===== src/hdl/codec_cfg_pkg.sv =====
package codec_cfg_pkg;

    // {device byte, reg addr[6:0] + data[8], data[7:0]}
    typedef logic [23:0] frame_t;

    localparam logic [7:0] DEV_ADDR = 8'h34;

    localparam int INIT_LEN = 7;

    // power-up sequence, sent in order
    localparam frame_t INIT_TABLE [INIT_LEN] = '{
        24'h34_1E_00,   // reset
        24'h34_01_17,   // line in volume, both channels
        24'h34_05_79,   // headphone volume, both channels
        24'h34_08_15,   // analog path
        24'h34_0A_00,   // digital path
        24'h34_0C_00,   // power down off
        24'h34_12_01    // active
    };

    localparam int SRC_CREDITS = 1;   // source to arbiter
    localparam int ENG_CREDITS = 2;   // arbiter to engine, engine buffer depth

    localparam int MAX_RETRIES = 3;

    localparam int QUEUE_DEPTH = 4;

endpackage

===== src/hdl/cmd_link_if.sv =====
`timescale 1ns/10ps

interface cmd_link_if;

    logic                  valid;
    codec_cfg_pkg::frame_t frame;
    logic                  credit;   // one pulse per freed slot
    logic                  last;     // end of burst

    modport source (
        output valid,
        output frame,
        output last,
        input  credit
    );

    modport sink (
        input  valid,
        input  frame,
        input  last,
        output credit
    );

endinterface


===== src/hdl/codec_cfg_top.sv =====
`timescale 1ns/10ps

module codec_cfg_top (
    input  logic       i_clk,
    input  logic       i_rst_n,
    input  logic       i_start,
    input  logic       i_wr_valid,
    input  logic [6:0] i_wr_addr,
    input  logic [8:0] i_wr_data,
    input  logic       i_ack,
    output logic       o_wr_ready,
    output logic       o_init_done,
    output logic       o_nack_err,
    output logic       o_sclk,
    output logic       o_sdat,
    output logic       o_oen
);

    cmd_link_if init_link ();
    cmd_link_if host_link ();
    cmd_link_if eng_link ();

    init_sequencer u_init_seq (
        .i_clk   (i_clk),
        .i_rst_n (i_rst_n),
        .i_start (i_start),
        .link    (init_link)
    );

    host_write_queue u_host_queue (
        .i_clk      (i_clk),
        .i_rst_n    (i_rst_n),
        .i_wr_valid (i_wr_valid),
        .i_wr_addr  (i_wr_addr),
        .i_wr_data  (i_wr_data),
        .o_wr_ready (o_wr_ready),
        .link       (host_link)
    );

    cmd_arbiter u_arbiter (
        .i_clk     (i_clk),
        .i_rst_n   (i_rst_n),
        .init_link (init_link),
        .host_link (host_link),
        .eng_link  (eng_link)
    );

    i2c_write_engine u_engine (
        .i_clk       (i_clk),
        .i_rst_n     (i_rst_n),
        .i_ack       (i_ack),
        .o_sclk      (o_sclk),
        .o_sdat      (o_sdat),
        .o_oen       (o_oen),
        .o_init_done (o_init_done),
        .o_nack_err  (o_nack_err),
        .link        (eng_link)
    );

endmodule


===== src/hdl/i2c_write_engine.sv =====
`timescale 1ns/10ps

module i2c_write_engine (
    input  logic     i_clk,
    input  logic     i_rst_n,
    input  logic     i_ack,
    output logic     o_sclk,
    output logic     o_sdat,
    output logic     o_oen,
    output logic     o_init_done,
    output logic     o_nack_err,
    cmd_link_if.sink link
);

    typedef enum logic [2:0] {
        S_IDLE,
        S_START,
        S_DATA,
        S_ACK,
        S_STOP
    } state_t;

    state_t                                           state;
    logic [24:0]                                      buf_mem [codec_cfg_pkg::ENG_CREDITS];
    logic [$clog2(codec_cfg_pkg::ENG_CREDITS) - 1:0]  buf_wr_ptr;
    logic [$clog2(codec_cfg_pkg::ENG_CREDITS) - 1:0]  buf_rd_ptr;
    logic [$clog2(codec_cfg_pkg::ENG_CREDITS + 1) - 1:0] buf_count;
    logic                                             pop;
    codec_cfg_pkg::frame_t                            cur_frame;
    logic                                             cur_last;
    logic [4:0]                                       bit_idx;   // bit now on the bus
    logic [4:0]                                       nxt_idx;
    logic [$clog2(codec_cfg_pkg::MAX_RETRIES) - 1:0]  attempt;
    logic                                             nacked;

    assign pop     = (state == S_IDLE) && (buf_count != 0);
    assign nxt_idx = bit_idx - 5'd1;

    always_ff @(posedge i_clk or negedge i_rst_n) begin
        if (!i_rst_n) begin
            state       <= S_IDLE;
            o_sclk      <= 1'b1;
            o_sdat      <= 1'b1;
            o_oen       <= 1'b1;
            o_init_done <= 1'b0;
            o_nack_err  <= 1'b0;
            bit_idx     <= '0;
            attempt     <= '0;
            nacked      <= 1'b0;
            buf_wr_ptr  <= '0;
            buf_rd_ptr  <= '0;
            buf_count   <= '0;
            link.credit <= 1'b0;
        end else begin
            o_nack_err  <= 1'b0;
            link.credit <= pop;   // credit back on pop, not on completion
            buf_count   <= buf_count + link.valid - pop;
            if (link.valid) begin
                buf_wr_ptr <= buf_wr_ptr + 1'b1;
            end
            if (pop) begin
                buf_rd_ptr <= buf_rd_ptr + 1'b1;
            end
            case (state)
                S_IDLE: begin
                    if (pop) begin
                        attempt <= '0;
                        state   <= S_START;
                    end
                end
                S_START: begin
                    if (o_sdat) begin
                        o_sdat <= 1'b0;   // sda falls while scl high
                    end else begin
                        o_sclk  <= 1'b0;
                        o_sdat  <= cur_frame[23];
                        bit_idx <= 5'd23;
                        nacked  <= 1'b0;
                        state   <= S_DATA;
                    end
                end
                S_DATA: begin
                    o_sclk <= ~o_sclk;
                    if (o_sclk) begin
                        if (bit_idx[2:0] == 3'd0) begin
                            o_oen <= 1'b0;   // release sda for ack
                            state <= S_ACK;
                        end else begin
                            o_sdat  <= cur_frame[nxt_idx];
                            bit_idx <= nxt_idx;
                        end
                    end
                end
                S_ACK: begin
                    o_sclk <= ~o_sclk;
                    if (o_sclk) begin
                        o_oen <= 1'b1;
                        if (i_ack) begin
                            nacked <= 1'b1;
                            o_sdat <= 1'b0;
                            state  <= S_STOP;
                        end else if (bit_idx == 5'd0) begin
                            o_sdat <= 1'b0;
                            state  <= S_STOP;
                        end else begin
                            o_sdat  <= cur_frame[nxt_idx];
                            bit_idx <= nxt_idx;
                            state   <= S_DATA;
                        end
                    end
                end
                S_STOP: begin
                    if (!o_sclk) begin
                        o_sclk <= 1'b1;
                    end else if (!o_sdat) begin
                        o_sdat <= 1'b1;   // stop condition
                    end else if (nacked && (attempt != codec_cfg_pkg::MAX_RETRIES - 1)) begin
                        attempt <= attempt + 1'b1;
                        state   <= S_START;
                    end else begin
                        o_nack_err <= nacked;   // dropped after last attempt
                        if (cur_last) begin
                            o_init_done <= 1'b1;
                        end
                        state <= S_IDLE;
                    end
                end
                default: state <= S_IDLE;
            endcase
        end
    end

    always_ff @(posedge i_clk) begin
        if (link.valid) begin
            buf_mem[buf_wr_ptr] <= {link.last, link.frame};
        end
        if (pop) begin
            {cur_last, cur_frame} <= buf_mem[buf_rd_ptr];
        end
    end

endmodule


===== src/hdl/cmd_arbiter.sv =====
`timescale 1ns/10ps

module cmd_arbiter (
    input  logic       i_clk,
    input  logic       i_rst_n,
    cmd_link_if.sink   init_link,
    cmd_link_if.sink   host_link,
    cmd_link_if.source eng_link
);

    typedef logic [$clog2(codec_cfg_pkg::ENG_CREDITS + 1) - 1:0] cred_t;

    codec_cfg_pkg::frame_t init_hold;
    codec_cfg_pkg::frame_t host_hold;
    logic                  init_hold_v;
    logic                  host_hold_v;
    logic                  init_hold_last;
    logic                  host_hold_last;
    cred_t                 eng_credits;
    logic                  eng_avail;
    logic                  grant_init;
    logic                  grant_host;

    assign eng_avail  = (eng_credits != 0) || eng_link.credit;
    assign grant_init = init_hold_v && eng_avail;                   // init wins
    assign grant_host = host_hold_v && !init_hold_v && eng_avail;

    always_ff @(posedge i_clk or negedge i_rst_n) begin
        if (!i_rst_n) begin
            init_hold_v      <= 1'b0;
            host_hold_v      <= 1'b0;
            eng_credits      <= cred_t'(codec_cfg_pkg::ENG_CREDITS);
            eng_link.valid   <= 1'b0;
            init_link.credit <= 1'b0;
            host_link.credit <= 1'b0;
        end else begin
            eng_credits      <= eng_credits + eng_link.credit - (grant_init || grant_host);
            eng_link.valid   <= grant_init || grant_host;
            init_link.credit <= grant_init;   // slot freed as the frame leaves
            host_link.credit <= grant_host;
            if (init_link.valid) begin
                init_hold_v <= 1'b1;
            end else if (grant_init) begin
                init_hold_v <= 1'b0;
            end
            if (host_link.valid) begin
                host_hold_v <= 1'b1;
            end else if (grant_host) begin
                host_hold_v <= 1'b0;
            end
        end
    end

    always_ff @(posedge i_clk) begin
        if (init_link.valid) begin
            init_hold      <= init_link.frame;
            init_hold_last <= init_link.last;
        end
        if (host_link.valid) begin
            host_hold      <= host_link.frame;
            host_hold_last <= host_link.last;
        end
        if (grant_init) begin
            eng_link.frame <= init_hold;
            eng_link.last  <= init_hold_last;
        end else if (grant_host) begin
            eng_link.frame <= host_hold;
            eng_link.last  <= host_hold_last;
        end
    end

endmodule


===== src/hdl/host_write_queue.sv =====
`timescale 1ns/10ps

module host_write_queue (
    input  logic       i_clk,
    input  logic       i_rst_n,
    input  logic       i_wr_valid,
    input  logic [6:0] i_wr_addr,
    input  logic [8:0] i_wr_data,
    output logic       o_wr_ready,
    cmd_link_if.source link
);

    typedef logic [$clog2(codec_cfg_pkg::SRC_CREDITS + 1) - 1:0] cred_t;

    logic [15:0]                                     fifo_mem [codec_cfg_pkg::QUEUE_DEPTH];
    logic [$clog2(codec_cfg_pkg::QUEUE_DEPTH) - 1:0] wr_ptr;
    logic [$clog2(codec_cfg_pkg::QUEUE_DEPTH) - 1:0] rd_ptr;
    logic [$clog2(codec_cfg_pkg::QUEUE_DEPTH + 1) - 1:0] count;
    logic [$clog2(codec_cfg_pkg::QUEUE_DEPTH + 1) - 1:0] count_nxt;
    cred_t                                           credits;
    logic                                            push;
    logic                                            send;

    assign push      = i_wr_valid && o_wr_ready;
    assign send      = (count != 0) && ((credits != 0) || link.credit);
    assign count_nxt = count + push - send;

    assign link.last = 1'b0;   // host writes never end a burst

    always_ff @(posedge i_clk or negedge i_rst_n) begin
        if (!i_rst_n) begin
            wr_ptr     <= '0;
            rd_ptr     <= '0;
            count      <= '0;
            credits    <= cred_t'(codec_cfg_pkg::SRC_CREDITS);
            o_wr_ready <= 1'b0;
            link.valid <= 1'b0;
        end else begin
            count      <= count_nxt;
            credits    <= credits + link.credit - send;
            o_wr_ready <= (count_nxt != codec_cfg_pkg::QUEUE_DEPTH);
            link.valid <= send;
            if (push) begin
                wr_ptr <= wr_ptr + 1'b1;
            end
            if (send) begin
                rd_ptr <= rd_ptr + 1'b1;
            end
        end
    end

    // entry is {addr, data}, which is already the low 16 bits of a frame
    always_ff @(posedge i_clk) begin
        if (push) begin
            fifo_mem[wr_ptr] <= {i_wr_addr, i_wr_data};
        end
        if (send) begin
            link.frame <= {codec_cfg_pkg::DEV_ADDR, fifo_mem[rd_ptr]};
        end
    end

endmodule


===== src/hdl/init_sequencer.sv =====
`timescale 1ns/10ps

module init_sequencer (
    input  logic       i_clk,
    input  logic       i_rst_n,
    input  logic       i_start,
    cmd_link_if.source link
);

    typedef logic [$clog2(codec_cfg_pkg::SRC_CREDITS + 1) - 1:0] cred_t;

    logic [$clog2(codec_cfg_pkg::INIT_LEN) - 1:0] idx;
    cred_t                                        credits;
    logic                                         running;
    logic                                         send;
    logic                                         at_end;

    // a returning credit can be spent in the same cycle
    assign send   = running && ((credits != 0) || link.credit);
    assign at_end = (idx == codec_cfg_pkg::INIT_LEN - 1);

    always_ff @(posedge i_clk or negedge i_rst_n) begin
        if (!i_rst_n) begin
            running    <= 1'b0;
            idx        <= '0;
            credits    <= cred_t'(codec_cfg_pkg::SRC_CREDITS);
            link.valid <= 1'b0;
            link.last  <= 1'b0;
        end else begin
            credits    <= credits + link.credit - send;
            link.valid <= send;
            link.last  <= send && at_end;
            if (i_start && !running) begin
                running <= 1'b1;
                idx     <= '0;
            end else if (send) begin
                if (at_end) begin
                    running <= 1'b0;   // table finished
                end else begin
                    idx <= idx + 1'b1;
                end
            end
        end
    end

    always_ff @(posedge i_clk) begin
        if (send) begin
            link.frame <= codec_cfg_pkg::INIT_TABLE[idx];
        end
    end

endmodule


===== config.mk =====
export PLATFORM = sky130hd
export DESIGN_NAME = codec_cfg_top
export DESIGN_NICKNAME = d
export VERILOG_FILES = /design/src/hdl/codec_cfg_pkg.sv /design/src/hdl/cmd_link_if.sv /design/src/hdl/codec_cfg_top.sv /design/src/hdl/i2c_write_engine.sv /design/src/hdl/cmd_arbiter.sv /design/src/hdl/host_write_queue.sv /design/src/hdl/init_sequencer.sv
export SDC_FILE = /design/constraint.sdc
export NUM_CORES = 1
export LEC_CHECK = 0
export ABC_CLOCK_PERIOD_IN_PS = 11200
export BUFFER_PORTS_ARGS = -buffer_cell sky130_fd_sc_hd__buf_4
export CAP_MARGIN = 20
export CORE_MARGIN = 10
export CORE_UTILIZATION = 50
export DETAILED_ROUTE_END_ITERATION = 16
export PLACE_DENSITY = 0.72
export SETUP_SLACK_MARGIN = 0.02
export SKIP_CTS_REPAIR_TIMING = 1
export SYNTH_ARGS = -nofsm -noshare
export SYNTH_HDL_FRONTEND = slang
export SYNTH_SLANG_ARGS = --single-unit

===== constraint.sdc =====
create_clock -name i_clk -period 11.2 [get_ports i_clk]
set_input_delay 0.56 -clock i_clk [delete_from_list [all_inputs] [get_ports i_clk]]
set_output_delay 0.56 -clock i_clk [all_outputs]
set_load 0.1 [all_outputs]

==> impl_metrics.csv <==
group,metric,value,unit
die,core_area,0.0174,mm²
logic_synthesis,synthArstFlopShare,19.6,%
cells_and_area,ff_latch_area,0.00669,mm²
cells_and_area,post-route-util,58.0,%
pwr,power.density,210,mW/mm²
critical_path,critPathKind,"reg -> reg",
sta,tightest_slew,0.865,ns
logic_synthesis,synth.distinct_cells,50,
critical_path,start_kind,"flip-flop",
global_route,grtUsageTotal,11.3,%
sta,timing.fmax,409,MHz
clock_network,root_buffer,"clkbuf_16",
placed_design,place_hpwl,8.52,mm
die,die_h,153,µm
die,die_area,0.0235,mm²
pwr,clkPwrFrac,33.9,%
critical_path,critPathCaptureType,"flip-flop",
clock_network,clockBufferDepth,3,
sta,fin_setup_tns,0,ns
global_route,grt_max_degree,46,
detailed_routing,vias,4218,
detailed_routing,detail_route.wl_per_cell,16.4,µm
pwr,p_int,0.00155,W
pwr,switching_share,26.6,%
placed_design,placed_area,0.00932,mm²
sta,min_period,2.45,ns
sta,fin_crit_sh,21.8,%
placed_design,portBuffers,26,
pwr,peakVddDrop,0.187,mV
die,die_w,153,µm
cells_and_area,fillers,1279,
global_route,grt-ovfl-total,0,
critical_path,cp.required,11.58,ns
cells_and_area,antenna_cells,0,
logic_synthesis,syn_area,0.00888,mm²
run,max_cap_viol_count,0,
cells_and_area,layout-drive-gt1-share,19.6,%
sta,hold_violations,0,
logic_synthesis,synth_nets,561,
worst_hold_path,min_path_type,"in -> async",
detailed_routing,firstDrtPassIters,4,
clock_network,cts_buffers,23,
outcome,status,"complete, no violations",
logic_synthesis,netlist_instances,520,
die,start_util,51.2,%
critical_path,cp_max_fo,20,
clock_network,path_clk_slew,0.06,ns
detailed_routing,drt_iter0_markers,209,
detailed_routing,via_per_inst,5.25,
clock_network,clk_latency,0.50,ns
pwr,switching_power,0.000562,W
sta,setup_viol,0,
sta,max-slew-margin-rel,42.3,%
cells_and_area,multi_input_area,0.00204,mm²
pwr,pwr-share-comb,15.5,%
global_route,grt_pass1_wl,22.4,mm
clock_network,tritoncts,"built",
cells_and_area,design_area,0.0101,mm²
sta,drv_slew,0,
placed_design,place.gp.congestion,0.747,
detailed_routing,detail-route-antenna-nets,0,
logic_synthesis,synth_seq_cells,230,
detailed_routing,drt-total-wl,13.2,mm
sta,rsz0062_at_grt,"no",
logic_synthesis,ys.flop_type,"edfxtp_1",
clock_network,cts.sinks,230,
detailed_routing,drcViolationCount,0,
global_route,grt_pass1_vias,4562,
global_route,antenna_found_initial,0,
logic_synthesis,synth-edff-count,185,
cells_and_area,area_growth_syn_to_layout,13.3,%
logic_synthesis,yosys_warnings,0,
cells_and_area,final_nets,602,
logic_synthesis,avgSynthCellArea,17.1,µm²
logic_synthesis,ys_seq_area_share,75.3,%
critical_path,arrival,2.82,ns
clock_network,htreeDepth,1,
pwr,pwr-share-seq,50.6,%
die,std_cell_rows,48,
sta,fin_skew,0.0106,ns
pwr,p_leak,3.67,nW
die,pin_count,27,
==> routing by layer <==
metal	track usage, %	up-vias	wire length [µm]
li1	-	2020	-
met1	13.2	2087	5330
met2	20.0	85	6950
met3	2.58	26	612
met4	4.00	0	319
met5	0	-	0
==> critical path: stages (launching register included) <==
cell     delay [ns]
dfrtp_1        0.38
nor3_1         0.28
nor2_1         0.09
buf_4          0.22
ha_1           0.30
inv_1          0.04
ha_1           0.19
fa_1           0.40
xnor2_1        0.15
xnor2_1        0.22
nand2_1        0.07
==> cell type report <==
| class | count | share of cell area, % |
|---|---|---|
| Tap cell | 225 | 2.80 |
| Clock buffer | 29 | 6.14 |
| Multi-Input combinational cell | 253 | 20.3 |
| Inverter | 22 | 0.821 |
| Sequential cell | 230 | 66.5 |
| Clock inverter | 13 | 0.995 |
| Timing Repair Buffer | 31 | 2.51 |
==> final timing paths <==
| check | from | depth (start not counted) | slack (ns) | endpoint |
|---|---|---|---|---|
| max | u_host_queue.count[1] | 10 | 8.75 | u_host_queue.o_wr_ready |
| min | i_rst_n | 1 | 0.07 | u_engine.o_nack_err |
| max reg2reg | u_host_queue.count[1] | 10 | 8.75 | u_host_queue.o_wr_ready |
| min reg2reg | u_host_queue.link.frame[2] | 0 | 0.42 | u_arbiter.host_hold[2] |
| max in group asynchronous | i_rst_n | 1 | 10.72 | u_host_queue.wr_ptr[0] |
| min in group i_clk | i_wr_data[6] | 1 | 0.26 | u_host_queue.fifo_mem[0][6] |
==> power groups by stage <==
stage               logic, W  registers [W]  clock network, W
floorplan           0.000228        0.00110                 0
global placement    0.000319        0.00108                 0
detailed placement  0.000332        0.00108                 0
CTS                 0.000334        0.00107          0.000735
global route        0.000363        0.00108          0.000776
finish              0.000328        0.00107          0.000715
==> synthesized netlist by cell type, types with 2 or more instances <==
cell type,count,area [µm²]
inv_1,22,82.6
xor2_1,7,61.3
nor2b_1,3,18.8
nor3b_1,2,15.0
and3_1,7,43.8
o31ai_1,4,30.0
xnor2_1,11,96.3
mux2i_1,4,40.0
a21oi_1,6,30.0
dfstp_2,6,158
nand3_1,6,30.0
mux4_1,4,105
a21o_1,2,15.0
edfxtp_1,185,5560
nand2_1,58,218
ha_1,19,238
mux2_2,18,203
o21ai_0,16,80.1
nor2_1,20,75.1
o211ai_1,2,15.0
a31oi_1,2,12.5
nand3b_1,2,15.0
nor3_1,10,50.1
dfrtp_1,39,976
clkbuf_1,5,18.8
and2_1,7,43.8
nand2b_1,6,37.5
buf_2,9,45.0
nor4b_1,2,17.5
mux4_2,16,360
==> flip-flops by register name (all words and copies together) (netlist names), 10 cells and up <==
signal                    count
u_engine.buf_mem             34
u_host_queue.link.frame      16
u_arbiter.init_hold          10
u_init_seq.link.frame        10
u_arbiter.eng_link.frame     16
u_arbiter.host_hold          16
u_engine.cur_frame           16
u_host_queue.fifo_mem        64
==> kinds of logic after synthesis <==
family,synth area share [%]
multiplexers,8.10
buffers and inverters,1.78
flip-flops,75.3
AND/OR/NAND/NOR,6.83
adder cells (fa/ha/maj),2.90
AO/OA/AOI/OAI,3.27
XOR/XNOR,1.78
==> stage by stage <==
stage | cells | hold slack [ns] | total power, W | setup slack [ns]
floorplan | 520 | 0.264 | 0.00133 | 7.52
finish | 803 | 0.0737 | 0.00211 | 8.75
CTS | 802 | 0.0868 | 0.00214 | 8.74
global route | 803 | 0.108 | 0.00222 | 8.65
detailed placement | 760 | 0.405 | 0.00142 | 8.75
global placement | 760 | 0.405 | 0.00140 | 8.88
==> layout by cell type, fill, tap and decap left out, types with 6 or more instances in the layout <==
cell,count
edfxtp_1,185
nand2_1,58
dfrtp_1,39
buf_4,30
clkbuf_16,23
inv_1,22
nor2_1,20
ha_1,19
mux2_2,18
o21ai_0,16
mux4_2,16
xnor2_1,11
nor3_1,10
clkinv_2,8
and2_1,7
xor2_1,7
and3_1,7
nand2b_1,6
nand3_1,6
a21oi_1,6
dfstp_2,6
Power figures use the tool's default switching activity.
